`config.mk`:
```
export PLATFORM = sky130hd
export DESIGN_NAME = vaddrgen_top
export DESIGN_NICKNAME = d
export VERILOG_FILES = /design/src/axi_burst_pkg.sv /design/src/vreq_pkg.sv /design/src/burst_engine.sv /design/src/sync_fifo.sv /design/src/vaddrgen_top.sv /design/src/vreq_frontend.sv
export VERILOG_INCLUDE_DIRS = /design/src
export SDC_FILE = /design/constraint.sdc
export NUM_CORES = 1
export LEC_CHECK = 0
export BUFFER_PORTS_ARGS = -buffer_cell sky130_fd_sc_hd__buf_2
export CAP_MARGIN = 5
export CORE_MARGIN = 1.5
export CORE_UTILIZATION = 25
export CTS_BUF_LIST = sky130_fd_sc_hd__clkbuf_4 sky130_fd_sc_hd__clkbuf_8
export CTS_CLUSTER_DIAMETER = 50
export DETAILED_ROUTE_END_ITERATION = 7
export GPL_TIMING_DRIVEN = 1
export PLACE_DENSITY = 0.39
export SYNTH_ARGS = -nofsm -noshare
export SYNTH_HDL_FRONTEND = slang
export SYNTH_SLANG_ARGS = --single-unit
```
`constraint.sdc`:
```
create_clock -name clk_i -period 13.4 [get_ports clk_i]
set_clock_uncertainty 0.15 [all_clocks]
set_input_delay 1.34 -clock clk_i [delete_from_list [all_inputs] [get_ports clk_i]]
set_output_delay 1.34 -clock clk_i [all_outputs]
set_load 0.03 [all_outputs]
```
`src/vldst_defines.svh`:
```
`ifndef VLDST_DEFINES_SVH
`define VLDST_DEFINES_SVH

////////////////////
// Address side
////////////////////

// Byte address width on the memory bus
`define ADDR_WIDTH 32
// Page offset width, 4 KiB pages
`define PAGE_BITS 12

////////////////////
// Request side
////////////////////

// Element counter width of a vector request
`define VL_WIDTH 16

////////////////////
// Bus beats
////////////////////

// log2 of bus bytes, 64-bit data bus
`define BUS_BYTES_LOG 3
// AXI len and size field widths
`define AXI_LEN_WIDTH 8
`define AXI_SIZE_WIDTH 3
// Longest INCR burst in beats
`define MAX_BURST_BEATS 256

// Queue depths
`define REQ_FIFO_DEPTH 2
`define CMD_FIFO_DEPTH 4

`endif

```
`src/axi_burst_pkg.sv`:
```
`include "vldst_defines.svh"

package axi_burst_pkg;

  ////////////////////
  // Address word
  ////////////////////

  // Page number plus offset inside the page
  typedef struct packed {
    logic [`ADDR_WIDTH-`PAGE_BITS-1:0] page;
    logic [`PAGE_BITS-1:0]             offset;
  } page_addr_t;

  // Same bus address, seen flat or split at the page boundary
  typedef union packed {
    logic [`ADDR_WIDTH-1:0] flat;
    page_addr_t             pg;
  } axi_addr_u;

  ////////////////////
  // LSU command
  ////////////////////

  // Mirror of one issued AR/AW beat for the load/store units
  typedef struct packed {
    axi_addr_u                  addr;
    // Beats in the burst minus one
    logic [`AXI_LEN_WIDTH-1:0]  len;
    // log2 of bytes per beat
    logic [`AXI_SIZE_WIDTH-1:0] size;
    logic                       is_load;
  } lsu_cmd_t;

endpackage

```
`src/vreq_pkg.sv`:
```
`include "vldst_defines.svh"

package vreq_pkg;

  // Vector memory opcodes
  // Bit 0 marks a store, bit 1 marks a strided access
  typedef enum logic [1:0] {
    VOP_LOAD_UNIT    = 2'b00,
    VOP_STORE_UNIT   = 2'b01,
    VOP_LOAD_STRIDE  = 2'b10,
    VOP_STORE_STRIDE = 2'b11
  } vmem_op_e;

  // Element width, log2 of bytes
  typedef enum logic [1:0] {
    VEW_8  = 2'd0,
    VEW_16 = 2'd1,
    VEW_32 = 2'd2,
    VEW_64 = 2'd3
  } vew_e;

  // One vector memory request as held in the request buffer
  typedef struct packed {
    vmem_op_e               op;
    logic [`ADDR_WIDTH-1:0] addr;
    logic [`VL_WIDTH-1:0]   vl;
    // Byte stride, wraps like the address
    logic [`ADDR_WIDTH-1:0] stride;
    vew_e                   vew;
  } vreq_t;

  // Opcode decode helpers
  function automatic logic is_load(vmem_op_e op);
    return !op[0];
  endfunction

  function automatic logic is_strided(vmem_op_e op);
    return op[1];
  endfunction

endpackage
```
`src/burst_engine.sv`:
```
`include "vldst_defines.svh"

module burst_engine (
  input  logic                         clk_i,
  input  logic                         rst_ni,
  // Request buffer read side
  input  logic                         req_empty_i,
  input  vreq_pkg::vreq_t              req_data_i,
  output logic                         req_pop_o,
  // AR channel
  output axi_burst_pkg::axi_addr_u     ar_addr_o,
  output logic [`AXI_LEN_WIDTH-1:0]    ar_len_o,
  output logic [`AXI_SIZE_WIDTH-1:0]   ar_size_o,
  output logic                         ar_valid_o,
  input  logic                         ar_ready_i,
  // AW channel
  output axi_burst_pkg::axi_addr_u     aw_addr_o,
  output logic [`AXI_LEN_WIDTH-1:0]    aw_len_o,
  output logic [`AXI_SIZE_WIDTH-1:0]   aw_size_o,
  output logic                         aw_valid_o,
  input  logic                         aw_ready_i,
  // Command queue write side plus its head kind
  input  logic                         cmd_full_i,
  input  logic                         cmd_empty_i,
  input  logic                         cmd_head_is_load_i,
  output logic                         cmd_push_o,
  output axi_burst_pkg::lsu_cmd_t      cmd_data_o
);

  typedef enum logic [1:0] {
    ST_IDLE,
    ST_PLAN,
    ST_ISSUE
  } state_e;

  state_e                     state_q, state_d;

  // Request in progress
  logic                       is_load_q;
  logic                       is_strided_q;
  vreq_pkg::vew_e             vew_q;
  logic [`ADDR_WIDTH-1:0]     stride_q;
  logic [`VL_WIDTH-1:0]       rem_q;
  axi_burst_pkg::axi_addr_u   cur_addr_q;

  // Burst currently on offer
  axi_burst_pkg::axi_addr_u   end_q;
  axi_burst_pkg::axi_addr_u   next_start_q;
  logic [`AXI_LEN_WIDTH-1:0]  len_q;

  // Planner inputs and results
  axi_burst_pkg::axi_addr_u   plan_addr;
  logic [`VL_WIDTH-1:0]       plan_rem;
  axi_burst_pkg::axi_addr_u   plan_aligned;
  axi_burst_pkg::axi_addr_u   plan_end;
  axi_burst_pkg::axi_addr_u   plan_next;
  logic [`ADDR_WIDTH:0]       plan_last_byte;
  logic [`ADDR_WIDTH:0]       plan_burst_lim;
  logic [`ADDR_WIDTH:0]       plan_page_end;
  logic [`ADDR_WIDTH:0]       plan_end_w;
  logic [`ADDR_WIDTH-1:0]     plan_span;
  logic [`AXI_LEN_WIDTH-1:0]  plan_len;

  // Beat handshake
  logic                       order_ok;
  logic                       beat_valid;
  logic                       beat_ready;
  logic                       fire;
  logic [`AXI_LEN_WIDTH-1:0]  beat_len;
  logic [`AXI_SIZE_WIDTH-1:0] beat_size;
  logic [`ADDR_WIDTH-1:0]     consumed;
  logic [`VL_WIDTH-1:0]       rem_after;

  ////////////////////
  // Burst planner
  ////////////////////

  // First burst plans from the popped request, later ones from the
  // burst being transferred, so back-to-back beats need no bubble
  assign plan_addr = (state_q == ST_PLAN) ? cur_addr_q : next_start_q;
  assign plan_rem  = (state_q == ST_PLAN) ? rem_q : rem_after;

  always_comb begin
    plan_aligned.flat = plan_addr.flat & ~((`ADDR_WIDTH'(1) << `BUS_BYTES_LOG) - 1'b1);
    // Candidate ends, one bit wider so nothing wraps at the top of memory
    plan_last_byte = {1'b0, plan_addr.flat}
                   + ((`ADDR_WIDTH+1)'(plan_rem) << vew_q) - 1'b1;
    plan_burst_lim = {1'b0, plan_aligned.flat}
                   + ((`ADDR_WIDTH+1)'(`MAX_BURST_BEATS) << `BUS_BYTES_LOG) - 1'b1;
    // Last byte of the page holding the start address
    plan_page_end  = {1'b0, plan_addr.pg.page, {`PAGE_BITS{1'b1}}};
    // Smallest of the three
    plan_end_w = plan_last_byte;
    if (plan_burst_lim < plan_end_w) plan_end_w = plan_burst_lim;
    if (plan_page_end < plan_end_w) plan_end_w = plan_page_end;
    plan_end.flat  = plan_end_w[`ADDR_WIDTH-1:0];
    plan_next.flat = plan_end.flat + 1'b1;
    // Bus words from aligned start to end, minus one
    plan_span = plan_end.flat - plan_aligned.flat;
    plan_len  = plan_span[`BUS_BYTES_LOG +: `AXI_LEN_WIDTH];
  end

  ////////////////////
  // Element count
  ////////////////////

  // Elements covered by the burst on offer
  assign consumed = (end_q.flat - cur_addr_q.flat + 1'b1) >> vew_q;

  always_comb begin
    if (is_strided_q) begin
      rem_after = rem_q - 1'b1;
    end else if (`ADDR_WIDTH'(rem_q) > consumed) begin
      rem_after = rem_q - consumed[`VL_WIDTH-1:0];
    end else begin
      // Saturate, the tail burst may cover padding bytes
      rem_after = '0;
    end
  end

  ////////////////////
  // Beat issue
  ////////////////////

  // No channel switch while commands of the other kind are queued
  assign order_ok   = cmd_empty_i || (cmd_head_is_load_i == is_load_q);
  // Once raised this stays high, only this engine pushes the queue
  assign beat_valid = (state_q == ST_ISSUE) && order_ok && !cmd_full_i;
  assign beat_ready = is_load_q ? ar_ready_i : aw_ready_i;
  assign fire       = beat_valid && beat_ready;

  // Strided beats are single elements, unit-stride beats use the full bus
  assign beat_len  = is_strided_q ? '0 : len_q;
  assign beat_size = is_strided_q ? `AXI_SIZE_WIDTH'(vew_q)
                                  : `AXI_SIZE_WIDTH'(`BUS_BYTES_LOG);

  assign ar_valid_o = beat_valid && is_load_q;
  assign ar_addr_o  = cur_addr_q;
  assign ar_len_o   = beat_len;
  assign ar_size_o  = beat_size;
  assign aw_valid_o = beat_valid && !is_load_q;
  assign aw_addr_o  = cur_addr_q;
  assign aw_len_o   = beat_len;
  assign aw_size_o  = beat_size;

  // Mirror each transfer into the command queue in the same cycle
  assign cmd_push_o = fire;
  assign cmd_data_o = '{addr: cur_addr_q, len: beat_len, size: beat_size, is_load: is_load_q};

  // Take a new request only when idle
  assign req_pop_o = (state_q == ST_IDLE) && !req_empty_i;

  ////////////////////
  // FSM
  ////////////////////

  always_comb begin
    state_d = state_q;
    case (state_q)
      ST_IDLE: begin
        if (!req_empty_i) state_d = ST_PLAN;
      end
      ST_PLAN: begin
        state_d = ST_ISSUE;
      end
      ST_ISSUE: begin
        if (fire && (rem_after == '0)) state_d = ST_IDLE;
      end
      default: state_d = ST_IDLE;
    endcase
  end

  always_ff @(posedge clk_i or negedge rst_ni) begin
    if (!rst_ni) begin
      state_q <= ST_IDLE;
      rem_q   <= '0;
    end else begin
      state_q <= state_d;
      if (req_pop_o) rem_q <= req_data_i.vl;
      else if (fire) rem_q <= rem_after;
    end
  end

  // Request fields and burst plan
  always_ff @(posedge clk_i) begin
    if (req_pop_o) begin
      cur_addr_q.flat <= req_data_i.addr;
      stride_q        <= req_data_i.stride;
      vew_q           <= req_data_i.vew;
      is_load_q       <= vreq_pkg::is_load(req_data_i.op);
      is_strided_q    <= vreq_pkg::is_strided(req_data_i.op);
    end else if (fire) begin
      if (is_strided_q) cur_addr_q.flat <= cur_addr_q.flat + stride_q;
      else cur_addr_q <= next_start_q;
    end
    // Plan loads once after the pop and again on every transfer
    if ((state_q == ST_PLAN) || fire) begin
      end_q        <= plan_end;
      next_start_q <= plan_next;
      len_q        <= plan_len;
    end
  end

endmodule

```
`src/sync_fifo.sv`:
```
module sync_fifo #(
  parameter int unsigned depth = 2,
  parameter int unsigned width = 8
) (
  input  logic             clk_i,
  input  logic             rst_ni,
  input  logic             push_i,
  input  logic [width-1:0] data_i,
  input  logic             pop_i,
  output logic [width-1:0] data_o,
  output logic             full_o,
  output logic             empty_o
);

  localparam int unsigned ptr_width = (depth > 1) ? $clog2(depth) : 1;
  localparam int unsigned cnt_width = $clog2(depth + 1);

  // Storage and pointers
  logic [width-1:0]     mem_q [depth];
  logic [ptr_width-1:0] rd_ptr_q, wr_ptr_q;
  logic [cnt_width-1:0] count_q;
  logic                 do_push, do_pop;

  // Pointer step with wrap at the last slot, depth need not be a power of two
  function automatic logic [ptr_width-1:0] ptr_next(input logic [ptr_width-1:0] ptr);
    return (ptr == ptr_width'(depth - 1)) ? '0 : ptr + 1'b1;
  endfunction

  assign full_o  = (count_q == cnt_width'(depth));
  assign empty_o = (count_q == '0);

  // Push into a full buffer and pop from an empty one are dropped
  assign do_push = push_i && !full_o;
  assign do_pop  = pop_i && !empty_o;

  // Head word, valid whenever not empty
  assign data_o = mem_q[rd_ptr_q];

  always_ff @(posedge clk_i or negedge rst_ni) begin
    if (!rst_ni) begin
      rd_ptr_q <= '0;
      wr_ptr_q <= '0;
      count_q  <= '0;
    end else begin
      if (do_push) wr_ptr_q <= ptr_next(wr_ptr_q);
      if (do_pop) rd_ptr_q <= ptr_next(rd_ptr_q);
      // Occupancy only moves when exactly one side acts
      if (do_push && !do_pop) count_q <= count_q + 1'b1;
      else if (do_pop && !do_push) count_q <= count_q - 1'b1;
    end
  end

  // Data slots
  always_ff @(posedge clk_i) begin
    if (do_push) mem_q[wr_ptr_q] <= data_i;
  end

endmodule

```
`src/vaddrgen_top.sv`:
```
`include "vldst_defines.svh"

module vaddrgen_top (
  input  logic                        clk_i,
  input  logic                        rst_ni,
  // Vector memory requests
  input  vreq_pkg::vmem_op_e          req_op_i,
  input  logic [`ADDR_WIDTH-1:0]      req_addr_i,
  input  logic [`VL_WIDTH-1:0]        req_vl_i,
  input  logic [`ADDR_WIDTH-1:0]      req_stride_i,
  input  vreq_pkg::vew_e              req_vew_i,
  input  logic                        req_valid_i,
  output logic                        req_ack_o,
  output logic                        req_error_o,
  // AR channel
  output axi_burst_pkg::axi_addr_u    ar_addr_o,
  output logic [`AXI_LEN_WIDTH-1:0]   ar_len_o,
  output logic [`AXI_SIZE_WIDTH-1:0]  ar_size_o,
  output logic                        ar_valid_o,
  input  logic                        ar_ready_i,
  // AW channel
  output axi_burst_pkg::axi_addr_u    aw_addr_o,
  output logic [`AXI_LEN_WIDTH-1:0]   aw_len_o,
  output logic [`AXI_SIZE_WIDTH-1:0]  aw_size_o,
  output logic                        aw_valid_o,
  input  logic                        aw_ready_i,
  // Commands for the load/store units
  output axi_burst_pkg::lsu_cmd_t     cmd_o,
  output logic                        cmd_valid_o,
  input  logic                        cmd_pop_i
);

  // Request buffer
  logic                    req_push, req_full, req_pop, req_empty;
  vreq_pkg::vreq_t         req_wdata, req_rdata;

  // Command queue
  logic                    cmd_push, cmd_full, cmd_empty;
  axi_burst_pkg::lsu_cmd_t cmd_wdata;

  vreq_frontend u_frontend (
    .clk_i       (clk_i),
    .rst_ni      (rst_ni),
    .req_op_i    (req_op_i),
    .req_addr_i  (req_addr_i),
    .req_vl_i    (req_vl_i),
    .req_stride_i(req_stride_i),
    .req_vew_i   (req_vew_i),
    .req_valid_i (req_valid_i),
    .req_ack_o   (req_ack_o),
    .req_error_o (req_error_o),
    .fifo_full_i (req_full),
    .fifo_push_o (req_push),
    .fifo_data_o (req_wdata)
  );

  sync_fifo #(
    .depth(`REQ_FIFO_DEPTH),
    .width($bits(vreq_pkg::vreq_t))
  ) u_req_fifo (
    .clk_i  (clk_i),
    .rst_ni (rst_ni),
    .push_i (req_push),
    .data_i (req_wdata),
    .pop_i  (req_pop),
    .data_o (req_rdata),
    .full_o (req_full),
    .empty_o(req_empty)
  );

  burst_engine u_engine (
    .clk_i             (clk_i),
    .rst_ni            (rst_ni),
    .req_empty_i       (req_empty),
    .req_data_i        (req_rdata),
    .req_pop_o         (req_pop),
    .ar_addr_o         (ar_addr_o),
    .ar_len_o          (ar_len_o),
    .ar_size_o         (ar_size_o),
    .ar_valid_o        (ar_valid_o),
    .ar_ready_i        (ar_ready_i),
    .aw_addr_o         (aw_addr_o),
    .aw_len_o          (aw_len_o),
    .aw_size_o         (aw_size_o),
    .aw_valid_o        (aw_valid_o),
    .aw_ready_i        (aw_ready_i),
    .cmd_full_i        (cmd_full),
    .cmd_empty_i       (cmd_empty),
    // Head kind steers channel ordering
    .cmd_head_is_load_i(cmd_o.is_load),
    .cmd_push_o        (cmd_push),
    .cmd_data_o        (cmd_wdata)
  );

  sync_fifo #(
    .depth(`CMD_FIFO_DEPTH),
    .width($bits(axi_burst_pkg::lsu_cmd_t))
  ) u_cmd_fifo (
    .clk_i  (clk_i),
    .rst_ni (rst_ni),
    .push_i (cmd_push),
    .data_i (cmd_wdata),
    .pop_i  (cmd_pop_i),
    .data_o (cmd_o),
    .full_o (cmd_full),
    .empty_o(cmd_empty)
  );

  assign cmd_valid_o = !cmd_empty;

endmodule

```
`src/vreq_frontend.sv`:
```
`include "vldst_defines.svh"

module vreq_frontend (
  input  logic                   clk_i,
  input  logic                   rst_ni,
  // Request port, level valid with ack pulse
  input  vreq_pkg::vmem_op_e     req_op_i,
  input  logic [`ADDR_WIDTH-1:0] req_addr_i,
  input  logic [`VL_WIDTH-1:0]   req_vl_i,
  input  logic [`ADDR_WIDTH-1:0] req_stride_i,
  input  vreq_pkg::vew_e         req_vew_i,
  input  logic                   req_valid_i,
  output logic                   req_ack_o,
  output logic                   req_error_o,
  // Request buffer write side
  input  logic                   fifo_full_i,
  output logic                   fifo_push_o,
  output vreq_pkg::vreq_t        fifo_data_o
);

  // Idle waits for valid, check decides the outcome
  typedef enum logic {
    FE_IDLE,
    FE_CHECK
  } fe_state_e;

  fe_state_e              state_q, state_d;
  vreq_pkg::vreq_t        req_q;
  logic [`ADDR_WIDTH-1:0] align_mask;
  logic                   misaligned;
  logic                   empty_vl;

  ////////////////////
  // Checks
  ////////////////////

  // Low address bits that must be zero for this element width
  assign align_mask = (`ADDR_WIDTH'(1) << req_q.vew) - 1'b1;
  assign misaligned = |(req_q.addr & align_mask);
  // Nothing to move, ack only
  assign empty_vl   = (req_q.vl == '0);

  // Buffer word is the latched request
  assign fifo_data_o = req_q;

  ////////////////////
  // FSM
  ////////////////////

  always_comb begin
    state_d     = state_q;
    req_ack_o   = 1'b0;
    req_error_o = 1'b0;
    fifo_push_o = 1'b0;
    case (state_q)
      FE_IDLE: begin
        if (req_valid_i) state_d = FE_CHECK;
      end
      FE_CHECK: begin
        if (misaligned) begin
          // Error and ack in the same cycle
          req_ack_o   = 1'b1;
          req_error_o = 1'b1;
          state_d     = FE_IDLE;
        end else if (empty_vl) begin
          req_ack_o = 1'b1;
          state_d   = FE_IDLE;
        end else if (!fifo_full_i) begin
          // Ack as soon as the request is buffered
          fifo_push_o = 1'b1;
          req_ack_o   = 1'b1;
          state_d     = FE_IDLE;
        end
        // Buffer full, hold here until space frees up
      end
      default: state_d = FE_IDLE;
    endcase
  end

  always_ff @(posedge clk_i or negedge rst_ni) begin
    if (!rst_ni) begin
      state_q <= FE_IDLE;
    end else begin
      state_q <= state_d;
    end
  end

  // Capture the request fields when leaving idle
  always_ff @(posedge clk_i) begin
    if ((state_q == FE_IDLE) && req_valid_i) begin
      req_q <= '{
        op:     req_op_i,
        addr:   req_addr_i,
        vl:     req_vl_i,
        stride: req_stride_i,
        vew:    req_vew_i
      };
    end
  end

endmodule

```
Word level (Yosys, flattened, before mapping). Memory sizes are Yosys's and may differ from the RTL's. Cells that the tools add are included.

$add $sub $neg: 20. Order comparisons: 3. Eq/ne operators: 9. Shift-type cells: 3. Muxes and demuxes: 43. Bitwise gates (word level): 2. Reductions and logical operators: 38.

Operators by type and width (count): $mux 32 (5); $mux 16 (5); $sub 33x1->33 const B (2); $add 32x1->32 const B (2); $add 32x12->33 const B (1); $add 32x33->33 (1); $lt 32x33->1 (1); $lt 33x33->1 (1); $mux 33 (1); $shl 16x2->33 (1); $add 32x32->32 (1); $and 32x32->32 (1); $gt 16x32->1 (1); $logic_not 16->1 (2); $reduce_or 32->1 (1); $shl 1x2->32 const A (1); $shr 32x2->32 (1); $sub 32x1->32 const B (1); $sub 32x32->32 (1); $mux 1 (20); $logic_and 1x1->1 (16); $sub 16x1->16 const B (1); $sub 16x16->16 (1); $mux 2 (7); 22 further kinds (43).

Register bits: 254. RAM bits: 340. Input port bits: 90. Output and inout port bits: 135. Word-level logic and storage cells: 142. Memories kept: 2.

Memories: u_cmd_fifo.mem_q (depth 4, width 43, read ports 1, clocked after Yosys merged registers in 0, write ports 1, line sync_fifo.sv:19) `logic [width-1:0] mem_q [depth];`; u_req_fifo.mem_q (depth 2, width 84, read ports 1, clocked after Yosys merged registers in 0, write ports 1, line sync_fifo.sv:19).

Logic depth before layout (Yosys ltp).
Word-level depth: 15. Mapped depth: 80. Gate-level depth less buffers: 75.

Hierarchy. From an unflattened synthesis, not the netlist that was laid out.

Cells, all modules: 2928. Area, all modules: 34697.0 sq um.

Modules (own cells, without submodules): burst_engine (instances 1, cells an instance 2263, area each 18851.8 sq um, sequential area each 4654.5 sq um); sync_fifo at u_cmd_fifo (instances 1, cells an instance 267, area each 6789.0 sq um, sequential area each 5460.2 sq um); sync_fifo at u_req_fifo (instances 1, cells an instance 280, area each 6266.0 sq um, sequential area each 5144.9 sq um); vreq_frontend (instances 1, cells an instance 117, area each 2786.4 sq um, sequential area each 2547.4 sq um); vaddrgen_top (instances 1, cells an instance 1, area each 3.8 sq um, sequential area each 0.0 sq um).

Worst setup path after synthesis. No wires, ideal clock.

Kind: reg-to-reg. Start: reg u_engine.cur_addr_q (netlist bit u_engine.ar_addr_o[1]). End: reg u_engine.len_q[7] (data pin). Data arrival time: 14481 ps. Data required time: 12984 ps. Path slack: -1498 ps. Stages on the path, launching flop included: 75. Path buffers: 5. Period minus slack after synthesis: 14898 ps. Cell sequence: edfxtp_1 > ha_1 > inv_1 > ha_1 > fa_1 > a211o_1 > a21boi_0 > o211ai_1 > and3_1 > o21ai_0 > nand2b_1 > xnor2_1 > nand2_1 > nand2_1 > mux2_2 > ha_1 > nand4_1 > nor4_1 > (+39 left out) > a221oi_1 > nand3_1 > o2111ai_1 > and3b_1 > or2_2 > mux2i_4 > a211oi_1 > inv_1 > ha_1 > nor2b_1 > o21ai_0 > nand2b_1 > a21o_1 > a21o_1 > a21o_1 > a21oi_1 > xnor2_1 > xnor2_1.

Word-level cells in the longest chain between the ends: 15. Elaborated cells on any way between the ends: 17. Classes of those cells: add/sub: 6; order compare: 3; shift: 2; mux: 6.

Ends and longest elaborated chain: start: declaration (line burst_engine.sv:44) `axi_burst_pkg::axi_addr_u cur_addr_q;`; start signal: assignment (line burst_engine.sv:194) `else cur_addr_q <= next_start_q;`; $sub 32x32->32 (line burst_engine.sv:108) `assign consumed = (end_q.flat - cur_addr_q.flat + 1'b1) >> vew_q;`; $add 32x1->32 (line burst_engine.sv:108); $shr 32x2->32 (line burst_engine.sv:108); $gt 16x32->1 (no source line) or $sub 16x16->16 (tied branches); $mux 16 (line burst_engine.sv:113) `` end else if (`ADDR_WIDTH'(rem_q) > consumed) begin ``; $mux 16 (line burst_engine.sv:111) `if (is_strided_q) begin`; $mux 16 (line burst_engine.sv:81) `assign plan_rem = (state_q == ST_PLAN) ? rem_q : rem_after;`; $shl 16x2->33 (line burst_engine.sv:87) `` + ((`ADDR_WIDTH+1)'(plan_rem) << vew_q) - 1'b1; ``; $add 32x33->33 (*) (line burst_engine.sv:86) `plan_last_byte = {1'b0, plan_addr.flat}`; $sub 33x1->33 (*) (line burst_engine.sv:86); $lt 33x33->1 (line burst_engine.sv:94) `if (plan_burst_lim < plan_end_w) plan_end_w = plan_burst_lim;`; $mux 33 (*) (line burst_engine.sv:94); $lt 32x33->1 (line burst_engine.sv:95) `if (plan_page_end < plan_end_w) plan_end_w = plan_page_end;`; $mux 32 (*) (line burst_engine.sv:95); via u_engine.plan_end_w[4] (line burst_engine.sv:60) `` logic [`ADDR_WIDTH:0] plan_end_w; ``; $sub 11x11->11 (*) (line burst_engine.sv:99) `plan_span = plan_end.flat - plan_aligned.flat;`; via u_engine.plan_span[10] (line burst_engine.sv:61) `` logic [`ADDR_WIDTH-1:0] plan_span; ``; end signal: assignment (line burst_engine.sv:200) `len_q <= plan_len;`; end: declaration (line burst_engine.sv:49) `` logic [`AXI_LEN_WIDTH-1:0] len_q; ``.

Mark *: on every way through the listed nets, which the timed path passes. The rest lies on a longest branch. A chain may end at the register's enable or synchronous reset.

==> out/qor.yml <==
cts.sinks: 594
drt-initial-drc-count: 1727
synth_top_area_share_pct: 49.7
first_global_vias: 25600
drive_above_1_share_pct: 36.8
clkSlewWorstSetupHoldPaths_ns: 0.06
yosys_warnings: 0
fin_hold_ws_ns: 0.290
cts_tree: "built"
clk_path_buf_depth: 3
synth_cell_types: 108
gp_congestion: 0.909
crit_buf_inv: 9
via_per_inst: 4.75
die_w_um: 372
cp_common_cell: "ha_4"
overflow: 0
yosysMostFrequentCell: "edfxtp_1"
status: "finished, violations left"
hold_class: "flip-flop to flip-flop"
tightest_slew_ns: 1.14
num_vias: 25800
synth.avg_cell_area_um2: 12.0
netlist_area_um2: 34100
synth_edf_count: 564
cp.required_ns: 13.75
h-tree-depth: 3
synthArstFlopShare_pct: 5.05
criticalPathCategory: "flip-flop to flip-flop"
fin_nets: 3898
yosysSeqAreaShare_pct: 51.9
fmax_ghz: 0.0701
report.final.slew_viol_count: 0
end_kind: "flip-flop"
relSlewSlack_pct: 23.8
crit_family: "compound AO/OA/AOI/OAI gates"
critical-path-slowest-cell: "or4_4"
post-route-util_pct: 33.1
drt_first_pass_iters: 5
violations: "negative setup slack"
synth_top_cell_by_area: "edfxtp_1"
grt_use_total_pct: 17.6
portBuffers: 221
rrSetupSlack_ns: -0.87
setup_viol_count_final: 46
io_pins: 225
arrival_ns: 14.63
place_hpwl_mm: 95.1
hold_viol: 0
die_y_um: 372
ant_nets: 0
grt_max_degree: 62
synth-main-ff-cell: "edfxtp_1"
rows: 135
cts_root_buffer: "clkbuf_8"
critPathLaunchType: "flip-flop"
fin_crit_ns: 14.27
setup_ws_ns: -0.871
cap_violations: 0
antenna_found_initial: 9
die_area_um2: 139000
critPathMaxStageDelay_ns: 0.61
cp_max_fo: 7
core_um2: 135000
numCtsBuffers: 104
synth_common_cells: "564 x edfxtp_1, 233 x ha_1, 213 x a21oi_1"
placed_cells: 5151
stdcell_count: 5440
synth_area_leaders: "edfxtp_1 50%, ha_1 8.6%, mux2i_1 3.1%"
synth_seq_cells: 594
drt-total-wl_mm: 126
place_ws_ns: -1.41
clock_latency_ns: 0.78
remaining_drc_errors: 0
initial_core_util_pct: 25.2
ctsHoldBuffers: 0
grt_pass1_wl_mm: 177
syn_inst: 2846
syn_to_final_growth_pct: 31.7
detail_route.wl_per_cell_um: 23.1
fin_crit_sh_pct: 106
grt_setup_unrepaired: "true"
-- flip-flops by register name, summed over array words and instances (netlist names) --
signal,flops
u_cmd_fifo.count_q,3
u_cmd_fifo.mem_q,172
u_cmd_fifo.rd_ptr_q,2
u_cmd_fifo.wr_ptr_q,2
u_engine.ar_addr_o,32
u_engine.end_q,32
u_engine.is_load_q,1
u_engine.is_strided_q,1
u_engine.len_q,8
u_engine.next_start_q,32
u_engine.rem_q,16
u_engine.state_q,2
u_engine.stride_q,32
u_engine.vew_q,2
u_frontend.fifo_data_o,84
u_frontend.state_q,1
u_req_fifo.count_q,2
u_req_fifo.mem_q,168
u_req_fifo.rd_ptr_q,1
u_req_fifo.wr_ptr_q,1
-- path summary, 6_finish.rpt --
kind,depth (start not counted),from,end
max,67,u_engine.ar_addr_o[1],u_engine.next_start_q[20]
min,0,u_frontend.fifo_data_o[28],u_req_fifo.mem_q[1][28]
max reg2reg,67,u_engine.ar_addr_o[1],u_engine.next_start_q[20]
min reg2reg,0,u_frontend.fifo_data_o[28],u_req_fifo.mem_q[1][28]
max in group asynchronous,2,rst_ni,u_req_fifo.rd_ptr_q
min in group asynchronous,2,rst_ni,u_cmd_fifo.count_q[0]
-- layer usage --
layer  GRT usage [%]  vias to the layer above  part of all wire, %
li1                -                    12200                    -
met4            4.57                        2                  2.2
met3            2.34                      153                  4.7
met5               0                        -               0.0095
met1            24.7                    12800                   47
met2            28.5                      648                   46
-- cell families (layout without fill, tap and decap cells) --
| group | count (synthesis) | in the layout | synth area share, % |
|---|---|---|---|
| buffers and inverters | 321 | 1126 | 4.16 |
| AND/OR/NAND/NOR | 676 | 676 | 10.1 |
| XOR/XNOR | 162 | 162 | 4.22 |
| adder cells (fa/ha/maj) | 239 | 239 | 8.90 |
| multiplexers | 217 | 217 | 8.48 |
| other | 1 | 9 | 0.0110 |
| flip-flops | 594 | 594 | 51.9 |
| AO/OA/AOI/OAI | 636 | 636 | 12.3 |
-- area by class of cell --
class                           count  area (um2)
Sequential cell                   594       17700
Antenna cell                        6        15.0
Inverter                          174         668
Fill cell                       13800       90600
Clock inverter                     43         359
Timing Repair Buffer              762        5520
Multi-Input combinational cell   1933       16600
Tap cell                         1781        2230
Clock buffer                      147        1790
-- timing repair --
action,4_1_cts,5_1_grt
pin swaps,86,52
buffers inserted,69,38
cloned,0,5
gates resized for setup,158,184
setup endpoints to repair,68,72
-- per-stage QoR --
step                area (um2)  TNS, ns
CTS                      43800    -8.09
floorplan                34400   -0.560
detailed placement       40400   -43.76
finish                   44900   -13.93
global placement         40400   -39.27
global route             44900   -48.97
-- placed cells by master (no fill, tap or decap), types with 25 or more instances in the layout --
master and count:
ha_1 208, mux4_2 44, dfrtp_1 27, o21ai_0 72
a211oi_1 37, buf_6 38, buf_2 221, nor2b_1 42
nor2_1 148, a21o_1 57, a21oi_2 44, nor3_1 40
mux2i_1 93, inv_1 152, xor2_1 51, mux2_2 53
nand4_1 26, nand2_1 143, xnor2_1 95, a21oi_1 160
edfxtp_1 564, nand2b_1 25, clkbuf_8 109, buf_4 488
nand3_1 61, clkbuf_4 38
Power is left out: the tool's default activity adds up to more than one toggle a clock period on the data nets, which glitch-free logic cannot reach.
